===== config.mk =====
export PLATFORM = sky130hd
export DESIGN_NAME = div_unit_top
export DESIGN_NICKNAME = d
export VERILOG_FILES = /design/src/hw/div_pkg.sv /design/src/hw/exact_array_div.sv /design/src/hw/approx_array_div.sv /design/src/hw/div_ctrl.sv /design/src/hw/div_error_meter.sv /design/src/hw/div_unit_top.sv
export SDC_FILE = /design/constraint.sdc
export NUM_CORES = 1
export LEC_CHECK = 0
export ABC_AREA = 1
export BUFFER_PORTS_ARGS = -buffer_cell sky130_fd_sc_hd__buf_2
export CAP_MARGIN = 30
export CORE_UTILIZATION = 60
export CTS_CLUSTER_SIZE = 10
export DETAILED_ROUTE_END_ITERATION = 7
export PLACE_DENSITY = 0.89
export SKIP_LAST_GASP = 1
export SLEW_MARGIN = 20
export SYNTH_ARGS = -nofsm -noshare
export SYNTH_HDL_FRONTEND = slang
export SYNTH_SLANG_ARGS = --single-unit

===== constraint.sdc =====
create_clock -name clk -period 28.9 [get_ports clk]
set_input_delay 0 -clock clk [delete_from_list [all_inputs] [get_ports clk]]
set_output_delay 0 -clock clk [all_outputs]
set_load 0.02 [all_outputs]

===== src/hw/div_pkg.sv =====
`default_nettype none

package div_pkg;

  // ==================================================
  // datapath widths
  // ==================================================
  parameter int DIVIDEND_W = 16;
  parameter int DIVISOR_W  = 8;   // also quotient and remainder.
  parameter int ERR_W      = 24;  // error sum accumulator.
  parameter int CNT_W      = 16;  // mismatch counter.

  // ==================================================
  // opcodes and controller states
  // ==================================================
  typedef enum logic [1:0] {
    op_exact   = 2'd0,
    op_approx  = 2'd1,
    op_compare = 2'd2,  // both arrays, updates statistics.
    op_clear   = 2'd3
  } div_op_e;

  typedef enum logic [1:0] {
    st_idle = 2'd0,
    st_calc = 2'd1,
    st_done = 2'd2
  } ctrl_state_e;

endpackage

`default_nettype wire


===== src/hw/exact_array_div.sv =====
`default_nettype none

module exact_array_div (
  input  wire [div_pkg::DIVIDEND_W-1:0] n,
  input  wire [div_pkg::DIVISOR_W-1:0]  d,
  output wire [div_pkg::DIVISOR_W-1:0]  q,
  output wire [div_pkg::DIVISOR_W-1:0]  r
);

  localparam int W = div_pkg::DIVISOR_W;

  wire [W-1:0] x_in  [W];
  wire [W-1:0] b_out [W];
  wire [W-1:0] rem   [W];

  // ==================================================
  // restoring array, exact borrow cells only
  // ==================================================
  for (genvar i = 0; i < W; i++) begin : g_row
    for (genvar j = 0; j < W; j++) begin : g_col
      wire b_in;
      wire diff;

      if (j == 0) begin : g_lsb
        assign x_in[i][j] = n[i];
        assign b_in       = 1'b0;
      end else if (i == W-1) begin : g_top
        assign x_in[i][j] = n[W-1+j];
        assign b_in       = b_out[i][j-1];
      end else begin : g_mid
        assign x_in[i][j] = rem[i+1][j-1];
        assign b_in       = b_out[i][j-1];
      end

      assign diff        = x_in[i][j] ^ d[j] ^ b_in;
      assign b_out[i][j] = (~x_in[i][j] & d[j]) | (~(x_in[i][j] ^ d[j]) & b_in);
      assign rem[i][j]   = q[i] ? diff : x_in[i][j];
    end

    // carried-out bit or no final borrow means the subtraction fits.
    if (i == W-1) begin : g_q_top
      assign q[i] = n[2*W-1] | ~b_out[i][W-1];
    end else begin : g_q_low
      assign q[i] = rem[i+1][W-1] | ~b_out[i][W-1];
    end
  end

  assign r = rem[0];  // remainder is row 0.

endmodule

`default_nettype wire


===== src/hw/approx_array_div.sv =====
`default_nettype none

module approx_array_div #(
  parameter int tri_size = 4
) (
  input  wire [div_pkg::DIVIDEND_W-1:0] n,
  input  wire [div_pkg::DIVISOR_W-1:0]  d,
  output wire [div_pkg::DIVISOR_W-1:0]  q,
  output wire [div_pkg::DIVISOR_W-1:0]  r
);

  localparam int W = div_pkg::DIVISOR_W;

  // row i gives quotient bit i and column j uses divisor bit j.
  wire [W-1:0] cx [W];  // minuend into each cell.
  wire [W-1:0] cb [W];  // borrow out.
  wire [W-1:0] cr [W];  // partial remainder after restore.

  // ==================================================
  // cell array
  // ==================================================
  for (genvar i = 0; i < W; i++) begin : g_row
    for (genvar j = 0; j < W; j++) begin : g_col
      wire b_in;

      if (j == 0) begin : g_lsb
        assign cx[i][j] = n[i];
        assign b_in     = 1'b0;
      end else if (i == W-1) begin : g_top
        assign cx[i][j] = n[W-1+j];  // top row reads the dividend directly.
        assign b_in     = cb[i][j-1];
      end else begin : g_mid
        assign cx[i][j] = cr[i+1][j-1];
        assign b_in     = cb[i][j-1];
      end

      if (i + j < tri_size) begin : g_apx
        // low corner cell passes x through whatever the quotient bit.
        assign cb[i][j] = ~b_in;
        assign cr[i][j] = cx[i][j];
      end else begin : g_exa
        wire diff;

        assign diff     = cx[i][j] ^ d[j] ^ b_in;
        assign cb[i][j] = (~cx[i][j] & d[j]) | (~(cx[i][j] ^ d[j]) & b_in);
        assign cr[i][j] = q[i] ? diff : cx[i][j];  // restore on q = 0.
      end
    end

    // quotient bit.
    if (i == W-1) begin : g_q_top
      assign q[i] = n[2*W-1] | ~cb[i][W-1];
    end else begin : g_q_low
      assign q[i] = cr[i+1][W-1] | ~cb[i][W-1];
    end
  end

  assign r = cr[0];

endmodule

`default_nettype wire


===== src/hw/div_ctrl.sv =====
`default_nettype none

module div_ctrl (
  input  wire                             clk,
  input  wire                             rst,
  input  wire                             start,
  input  wire div_pkg::div_op_e           op,
  input  wire [div_pkg::DIVIDEND_W-1:0]   n,
  input  wire [div_pkg::DIVISOR_W-1:0]    d,
  input  wire [div_pkg::DIVISOR_W-1:0]    q_arr,
  input  wire [div_pkg::DIVISOR_W-1:0]    r_arr,
  input  wire [div_pkg::DIVISOR_W-1:0]    q_apx_arr,
  input  wire [div_pkg::DIVISOR_W-1:0]    r_apx_arr,
  output logic [div_pkg::DIVIDEND_W-1:0]  n_reg,
  output logic [div_pkg::DIVISOR_W-1:0]   d_reg,
  output logic                            busy,
  output logic                            done,
  output logic                            ovf,
  output logic [div_pkg::DIVISOR_W-1:0]   q,
  output logic [div_pkg::DIVISOR_W-1:0]   r,
  output logic [div_pkg::DIVISOR_W-1:0]   q_apx,
  output logic [div_pkg::DIVISOR_W-1:0]   r_apx,
  output logic                            meter_upd,
  output logic                            meter_clr
);

  div_pkg::ctrl_state_e state;
  div_pkg::div_op_e     op_reg;
  logic                 ovf_c;
  logic                 use_exact;
  logic                 use_apx;

  // quotient would not fit in 8 bits.
  assign ovf_c = (d_reg == '0) ||
                 (n_reg[div_pkg::DIVIDEND_W-1 -: div_pkg::DIVISOR_W] >= d_reg);

  assign use_exact = (op_reg == div_pkg::op_exact) || (op_reg == div_pkg::op_compare);
  assign use_apx   = (op_reg == div_pkg::op_approx) || (op_reg == div_pkg::op_compare);
  assign busy      = (state != div_pkg::st_idle);

  // ==================================================
  // state machine
  // ==================================================
  always_ff @(posedge clk) begin
    if (rst) begin
      state     <= div_pkg::st_idle;
      done      <= 1'b0;
      ovf       <= 1'b0;
      meter_upd <= 1'b0;
      meter_clr <= 1'b0;
    end else begin
      done      <= 1'b0;
      meter_upd <= 1'b0;
      meter_clr <= 1'b0;
      case (state)
        div_pkg::st_idle: begin
          if (start) state <= div_pkg::st_calc;
        end
        div_pkg::st_calc: begin
          ovf       <= ovf_c;
          meter_upd <= (op_reg == div_pkg::op_compare) && !ovf_c;
          meter_clr <= (op_reg == div_pkg::op_clear);
          state     <= div_pkg::st_done;
        end
        div_pkg::st_done: begin
          done  <= 1'b1;  // lines up with the meter update edge.
          state <= div_pkg::st_idle;
        end
        default: state <= div_pkg::st_idle;
      endcase
    end
  end

  // ==================================================
  // operand and result registers
  // ==================================================
  always_ff @(posedge clk) begin
    if (state == div_pkg::st_idle && start) begin
      n_reg  <= n;
      d_reg  <= d;
      op_reg <= op;
    end
    if (state == div_pkg::st_calc && use_exact) begin
      q <= q_arr;
      r <= r_arr;
    end
    if (state == div_pkg::st_calc && use_apx) begin
      q_apx <= q_apx_arr;
      r_apx <= r_apx_arr;
    end
  end

endmodule

`default_nettype wire


===== src/hw/div_error_meter.sv =====
`default_nettype none

module div_error_meter (
  input  wire                           clk,
  input  wire                           rst,
  input  wire                           upd,
  input  wire                           clr,
  input  wire [div_pkg::DIVISOR_W-1:0]  q_ex,
  input  wire [div_pkg::DIVISOR_W-1:0]  q_ap,
  output logic [div_pkg::ERR_W-1:0]     err_sum,
  output logic [div_pkg::DIVISOR_W-1:0] err_max,
  output logic [div_pkg::CNT_W-1:0]     mismatch_cnt
);

  localparam int W  = div_pkg::DIVISOR_W;
  localparam int EW = div_pkg::ERR_W;

  logic [W-1:0] abs_diff;
  logic [EW:0]  sum_ext;  // one spare bit for the carry.

  // ==================================================
  // error of one compare
  // ==================================================
  assign abs_diff = (q_ex >= q_ap) ? (q_ex - q_ap) : (q_ap - q_ex);
  assign sum_ext  = {1'b0, err_sum} + {{(EW+1-W){1'b0}}, abs_diff};

  // ==================================================
  // statistics
  // ==================================================
  always_ff @(posedge clk) begin
    if (rst || clr) begin
      err_sum      <= '0;
      err_max      <= '0;
      mismatch_cnt <= '0;
    end else if (upd) begin
      // saturate rather than wrap.
      if (sum_ext[EW]) begin
        err_sum <= '1;
      end else begin
        err_sum <= sum_ext[EW-1:0];
      end
      if (abs_diff > err_max) err_max <= abs_diff;
      if (abs_diff != '0 && mismatch_cnt != '1) begin
        mismatch_cnt <= mismatch_cnt + 1'b1;
      end
    end
  end

endmodule

`default_nettype wire


===== src/hw/div_unit_top.sv =====
`default_nettype none

module div_unit_top #(
  parameter int tri_size = 4
) (
  input  wire                             clk,
  input  wire                             rst,
  input  wire                             start,
  input  wire div_pkg::div_op_e           op,
  input  wire [div_pkg::DIVIDEND_W-1:0]   n,
  input  wire [div_pkg::DIVISOR_W-1:0]    d,
  output wire                             busy,
  output wire                             done,
  output wire                             ovf,
  output wire [div_pkg::DIVISOR_W-1:0]    q,
  output wire [div_pkg::DIVISOR_W-1:0]    r,
  output wire [div_pkg::DIVISOR_W-1:0]    q_apx,
  output wire [div_pkg::DIVISOR_W-1:0]    r_apx,
  output wire [div_pkg::ERR_W-1:0]        err_sum,
  output wire [div_pkg::DIVISOR_W-1:0]    err_max,
  output wire [div_pkg::CNT_W-1:0]        mismatch_cnt
);

  wire [div_pkg::DIVIDEND_W-1:0] n_reg;
  wire [div_pkg::DIVISOR_W-1:0]  d_reg;
  wire [div_pkg::DIVISOR_W-1:0]  q_arr, r_arr;
  wire [div_pkg::DIVISOR_W-1:0]  q_apx_arr, r_apx_arr;
  wire                           meter_upd, meter_clr;

  div_ctrl u_ctrl (
    .clk(clk), .rst(rst), .start(start), .op(op), .n(n), .d(d),
    .q_arr(q_arr), .r_arr(r_arr), .q_apx_arr(q_apx_arr), .r_apx_arr(r_apx_arr),
    .n_reg(n_reg), .d_reg(d_reg), .busy(busy), .done(done), .ovf(ovf),
    .q(q), .r(r), .q_apx(q_apx), .r_apx(r_apx),
    .meter_upd(meter_upd), .meter_clr(meter_clr)
  );

  // both arrays see the registered operands.
  exact_array_div u_exact (.n(n_reg), .d(d_reg), .q(q_arr), .r(r_arr));

  approx_array_div #(.tri_size(tri_size)) u_approx (
    .n(n_reg), .d(d_reg), .q(q_apx_arr), .r(r_apx_arr)
  );

  div_error_meter u_meter (
    .clk(clk), .rst(rst), .upd(meter_upd), .clr(meter_clr),
    .q_ex(q), .q_ap(q_apx),
    .err_sum(err_sum), .err_max(err_max), .mismatch_cnt(mismatch_cnt)
  );

endmodule

`default_nettype wire


* Word-level counts from Yosys, hierarchy flattened
Cells that the tools add are included.
W data, S select, Z words.
** Operators by class
- Add/sub/neg operators :: 4
- $lt $le $gt $ge :: 3
- Equal/unequal tests :: 7
- Multiplexer cells :: 91
- Bitwise logic cells :: 555
- Reductions and logical operators :: 18
** Operator list (count)
- $not A1 Y1 :: 161
- $and A1 B1 Y1 :: 153
- $xor A1 B1 Y1 :: 153
- $or A1 B1 Y1 :: 88
- $mux W1 :: 87
- $add A24 B8 Y25 :: 1
- $mux W24 :: 1
- $add A16 B1 Y16 const B :: 1
- $ge A8 B8 Y1 :: 2
- $ne A16 B16 Y1 const B :: 1
- $sub A8 B8 Y8 :: 2
- $gt A8 B8 Y1 :: 1
- $logic_not A8 Y1 :: 1
- $mux W8 :: 1
- $reduce_bool A8 Y1 :: 1
- $eq A2 B2 Y1 const B :: 3
- $logic_and A1 B1 Y1 :: 5
- $eq A2 B1 Y1 const B :: 2
- $logic_not A2 Y1 :: 2
- $logic_or A1 B1 Y1 :: 4
- $pmux W2 S2 :: 1
- $reduce_and A2 Y1 :: 2
- $mux W2 :: 1
- $ne A2 B2 Y1 const B :: 1
- 3 further kinds :: 3
** Storage, ports and cells
- Bits in registers :: 112
- Input port bits :: 29
- Output and inout port bits :: 83
- Logic and storage cells :: 693

* Longest topological paths before layout
- Depth in word-level cells :: 152
- Gate-level depth with buffers :: 102
- Gate-level depth less buffers :: 92

* Cells and area by module
Synthesis repeated with hierarchy kept, for this count alone.
** Unflattened totals
- Cell total of the unflattened synthesis :: 1555
- Area, all modules :: 11721.2 um^2
** By module, submodules not included
- div_error_meter :: times used 1, cells an instance 632, area each 3927.5 um^2, seq. area each 960.9 um^2
- exact_array_div :: times used 1, cells an instance 417, area each 3009.1 um^2, seq. area each 0.0 um^2
- approx_array_div :: times used 1, cells an instance 364, area each 2507.4 um^2, seq. area each 0.0 um^2
- div_ctrl :: times used 1, cells an instance 142, area each 2277.2 um^2, seq. area each 1861.8 um^2

* Least setup slack after synthesis
OpenSTA, ideal clock, no wires.
- Path type :: register to register
- From :: register u_ctrl.d_reg[0] (netlist bit)
- To :: register u_ctrl.r[1] (netlist bit) (data pin)
- Setup time :: 0.255 ns
- Arrival time :: 24.457 ns
- Required time :: 28.645 ns
- Setup slack :: 4.188 ns
- Cell stages (with the launch flop) :: 101
- Path through :: edfxtp_1 > ha_1 > inv_1 > fa_1 > fa_1 > fa_1 > fa_1 > fa_1 > fa_1 > fa_1 > nor2_2 > buf_6 > nand2_1 > o21ai_0 > fa_1 > inv_1 > fa_1 > fa_1 > [65 not listed] > fa_1 > fa_1 > buf_2 > nand3_1 > nand2_1 > fa_1 > inv_1 > fa_1 > inv_1 > fa_1 > fa_1 > fa_1 > fa_1 > fa_1 > clkinv_1 > nand3_4 > nand2_1 > nand2_1
** Between the ends
- Longest elaborated chain between the ends :: 151
- Elaborated cells on any way between the ends :: 446
** Ends and longest elaborated chain
- from (decl) :: line div_ctrl.sv:15 : output logic [div_pkg::DIVISOR_W-1:0] d_reg,
- from (signal assigned) :: line div_ctrl.sv:80 : d_reg <= d;
- $and A1 B1 Y1 (2 in series)
- $or A1 B1 Y1
- $and A1 B1 Y1
- $or A1 B1 Y1
- $and A1 B1 Y1
- $or A1 B1 Y1
- $and A1 B1 Y1
- $or A1 B1 Y1
- [27 not listed]
- via q_apx_arr (one bit) :: line div_unit_top.sv:27 : wire [div_pkg::DIVISOR_W-1:0] q_apx_arr, r_apx_arr;
- [19 not listed]
- via q_apx_arr (one bit) :: line div_unit_top.sv:27
- [19 not listed]
- via q_apx_arr (one bit) :: line div_unit_top.sv:27
- [19 not listed]
- via q_arr (one bit) :: line div_unit_top.sv:26 : wire [div_pkg::DIVISOR_W-1:0] q_arr, r_arr;
- [19 not listed]
- via q_arr (one bit) :: line div_unit_top.sv:26
- [33 not listed]
- $or A1 B1 Y1 :: line exact_array_div.sv:36 : assign b_out[i][j] = (~x_in[i][j] & d[j]) | (~(x_in[i][j] ^ d[j]) & b_in);
- $and A1 B1 Y1 :: line exact_array_div.sv:36
- $or A1 B1 Y1 :: line exact_array_div.sv:36
- $not A1 Y1 :: line exact_array_div.sv:44 : assign q[i] = rem[i+1][W-1] | ~b_out[i][W-1];
- $or A1 B1 Y1 (*) :: line exact_array_div.sv:44
- via q_arr (one bit) :: line div_unit_top.sv:26
- $mux W1 (*) :: line exact_array_div.sv:37 : assign rem[i][j] = q[i] ? diff : x_in[i][j];
- via r_arr (one bit) :: line div_unit_top.sv:26
- to (signal assigned) :: line div_ctrl.sv:85 : r <= r_arr;
- to (decl) :: line div_ctrl.sv:20 : output logic [div_pkg::DIVISOR_W-1:0] r,
The timed path passes the listed nets; every way through them passes the cells marked *.
A chain may end at the register's enable or synchronous reset.

* Worst setup path in the final report
- From :: register u_ctrl.d_reg[0] (netlist bit)
- To :: register u_ctrl.r[2] (netlist bit) (data pin)
** Between the ends
- Longest elaborated chain between the ends :: 151
- Elaborated cells on any way between the ends :: 446
** Ends and longest elaborated chain (line)
- $and A1 B1 Y1 (2 in series) :: exact_array_div.sv:36
- $or A1 B1 Y1 :: exact_array_div.sv:36
- $and A1 B1 Y1 :: exact_array_div.sv:36
- $or A1 B1 Y1 :: exact_array_div.sv:36
- $and A1 B1 Y1 :: exact_array_div.sv:36
- $or A1 B1 Y1 :: exact_array_div.sv:36
- $and A1 B1 Y1 :: exact_array_div.sv:36
- $or A1 B1 Y1 :: exact_array_div.sv:36
- [136 not listed]
- $or A1 B1 Y1 :: exact_array_div.sv:36
- $and A1 B1 Y1 :: exact_array_div.sv:36
- $or A1 B1 Y1 :: exact_array_div.sv:36
- $not A1 Y1 :: exact_array_div.sv:44
- $or A1 B1 Y1 (*) :: exact_array_div.sv:44
- via q_arr (one bit) :: div_unit_top.sv:26
- $mux W1 (*) :: exact_array_div.sv:37
- via r_arr (one bit) :: div_unit_top.sv:26
Marked as above.

==> reports/metrics.cfg <==
[setup_path]
cp_slowest_cell = fa_1
startpoint_type = flip-flop
critPathBufInv = 10
r2r_start = u_ctrl.d_reg[0]$_DFFE_PP_
ff2ff_setup_slack_ns = 1.72
r2r_cells = 90
cp.required_ns = 29.03
arrival_ns = 27.30
timing.rr.end = u_ctrl.r[2]$_DFFE_PP_
path_common_cell = fa_1
worstSetupEndpointType = flip-flop
critPathMaxFanout = 16
cp_top_family = adder cells
crit_path_max_incr_delay_ns = 0.61
path_class = flip-flop to flip-flop

[final_layout]
post-route-util_pct = 70.4
fin_nets = 1465
multiInputGateArea_mm2 = 0.00571
area_growth_pct = 13.2
seqCellArea_mm2 = 0.00282
fillers = 1191
largest_reg_flops = 24
n_antenna_cell = 0
drive_gt1_share_pct = 15.5

[synthesis]
yosysTopAreaCellShare_pct = 18.2
syn-num-nets = 1335
synthArstFlopShare_pct = 0
synth_commonest_cells = 285 x nand2_1, 226 x inv_1, 82 x nand3_1, 77 x fa_1, 60 x a21oi_1
netlist_instances = 1174
avgSynthCellArea_um2 = 8.14
yosysUniqueCellTypes = 43
yosys-top-cells-area = edfxtp_1 18%, fa_1 16%, dfxtp_1 11%, nand2_1 11%, inv_1 8.9%
netlist_area_mm2 = 0.00956
synth_top_flop_cell = edfxtp_1
synth_edf_count = 58
yosysTopAreaCell = edfxtp_1
yosysSeqAreaShare_pct = 29.5
synth-seq-cells = 112
yosys_warnings = 0
synth.most_common_cell = nand2_1

[detailed_routing]
drtAntennaViolNets = 0
routed_via_density = 5.43
drc = 0
dr.pass1.iters = 5
wirelength_um = 22600
drt_iter0_drc = 513
vias = 8255
wl_per_cell_um = 14.9

[clock_network]
cts_buffer_depth = 2
cts-root-buf = clkbuf_16
cts_hold_buf = 28
cts-buffers-inserted = 9
clock_latency_ns = 0.37
clk_pin_slew_worst_paths_ns = 0.08
post_cts_buffers = 0
htree_levels = 3
cts_tree = done
clkSinkCount = 112
cts_resized = 0

[timing]
min_period_ns = 27.18
drv_slew = 0
rsz0062_at_grt = false
period_share_pct = 94.0
holdWs_ns = 0.338
tns_ns = 0
finalSetupViolCount = 0
slew_headroom_pct = 37.6
worst_pin_slew_ns = 0.935
fmax_mhz = 36.8
hold_viol_final = 0
finClkSkew_ns = 0.0126

[die]
die_h_um = 128
fp-row-count = 45
ioPinCount = 112
die_x_um = 128
die-area_mm2 = 0.0164
core_mm2 = 0.0154
initial_core_util_pct = 62.2

[outcome]
outcome = completed

[worst_hold_path]
holdPathStages = 2
worstHoldStart = d[4]
whs_endpoint = u_ctrl.d_reg[4]$_DFFE_PP_
hold_class = primary input to flip-flop

[global_route]
grt_first_pass_wirelength_um = 37000
grtUsageTotal_pct = 28.8
grt_pass1_vias = 7923
antenna_found_initial = 0
grt_max_degree = 30
grt_overflow = 0

[run]
drv_cap = 0

[placement]
place.gp.congestion = 0.929
numPortBuffers = 111
post-dp-hpwl_um = 17400

[worst register-to-register path: cells and delay by family (launching register included)]
| kind | cells | cell delay, ns |
|---|---|---|
| flip-flops | 1 | 0.59 |
| buffers and inverters | 10 | 0.72 |
| adder cells (fa/ha/maj) | 57 | 21.96 |
| AO/OA/AOI/OAI | 1 | 0.15 |
| AND/OR/NAND/NOR | 22 | 3.52 |
[routing by layer]
layer | vias to the layer above | GRT usage (%) | wire [um]
li1 | 3985 | - | -
met1 | 3877 | 33.2 | 8530
met2 | 333 | 52.3 | 11800
met3 | 60 | 5.38 | 1610
met4 | 0 | 11.8 | 713
met5 | - | 0 | 0
[worst max-delay path by stage]
stage,from,end,depth (start not counted)
6_report,u_ctrl.d_reg[0]$_DFFE_PP_,u_ctrl.r[2]$_DFFE_PP_,90
4_1_cts,u_ctrl.d_reg[0]$_DFFE_PP_,u_ctrl.r[4]$_DFFE_PP_,90
3_5_place_dp,u_ctrl.d_reg[0]$_DFFE_PP_,u_ctrl.r[4]$_DFFE_PP_,90
5_1_grt,u_ctrl.d_reg[0]$_DFFE_PP_,u_ctrl.r[2]$_DFFE_PP_,90
2_1_floorplan,u_ctrl.d_reg[0]$_DFFE_PP_,u_ctrl.r[1]$_DFFE_PP_,100
3_3_place_gp,u_ctrl.d_reg[0]$_DFFE_PP_,u_ctrl.r[7]$_DFFE_PP_,90
[placed cells by master, fill, tap and decap left out, types with 28 or more instances in the layout]
master / n
a21oi_1: 60
ha_1: 55
edfxtp_1: 58
fa_1: 77
dfxtp_1: 54
nand2_1: 285
nor2_1: 41
inv_1: 226
buf_2: 111
o21ai_0: 44
nand3_1: 82
dlygate4sd3_1: 28
[logic make-up after synthesis]
logic type	after synthesis	synth area share, %
flops	112	29.5
fa+ha+maj	132	23.3
xor+xnor	33	3.02
simple gates	504	25.5
compound gates	137	7.84
buf+inv	256	10.8
[layout make-up]
cell class / instances / area share, %
clock inverter: 6 / 0.532
sequential: 112 / 26.1
timing repair buffer: 145 / 8.14
multi-input combinational: 806 / 52.8
clock buffer: 9 / 2.08
tap: 211 / 2.44
inverter: 230 / 7.98
[metrics by stage]
step	instances	area, um2	worst slack (ns)
after floorplan	1174	9560	4.19
after global placement	1476	10300	3.09
after detailed placement	1476	10300	2.09
after CTS	1519	10800	1.92
after global routing	1519	10800	0.551
final	1519	10800	1.72
Power is left out: the tool's default activity adds up to more than one toggle a clock period on the data nets, which glitch-free logic cannot reach.
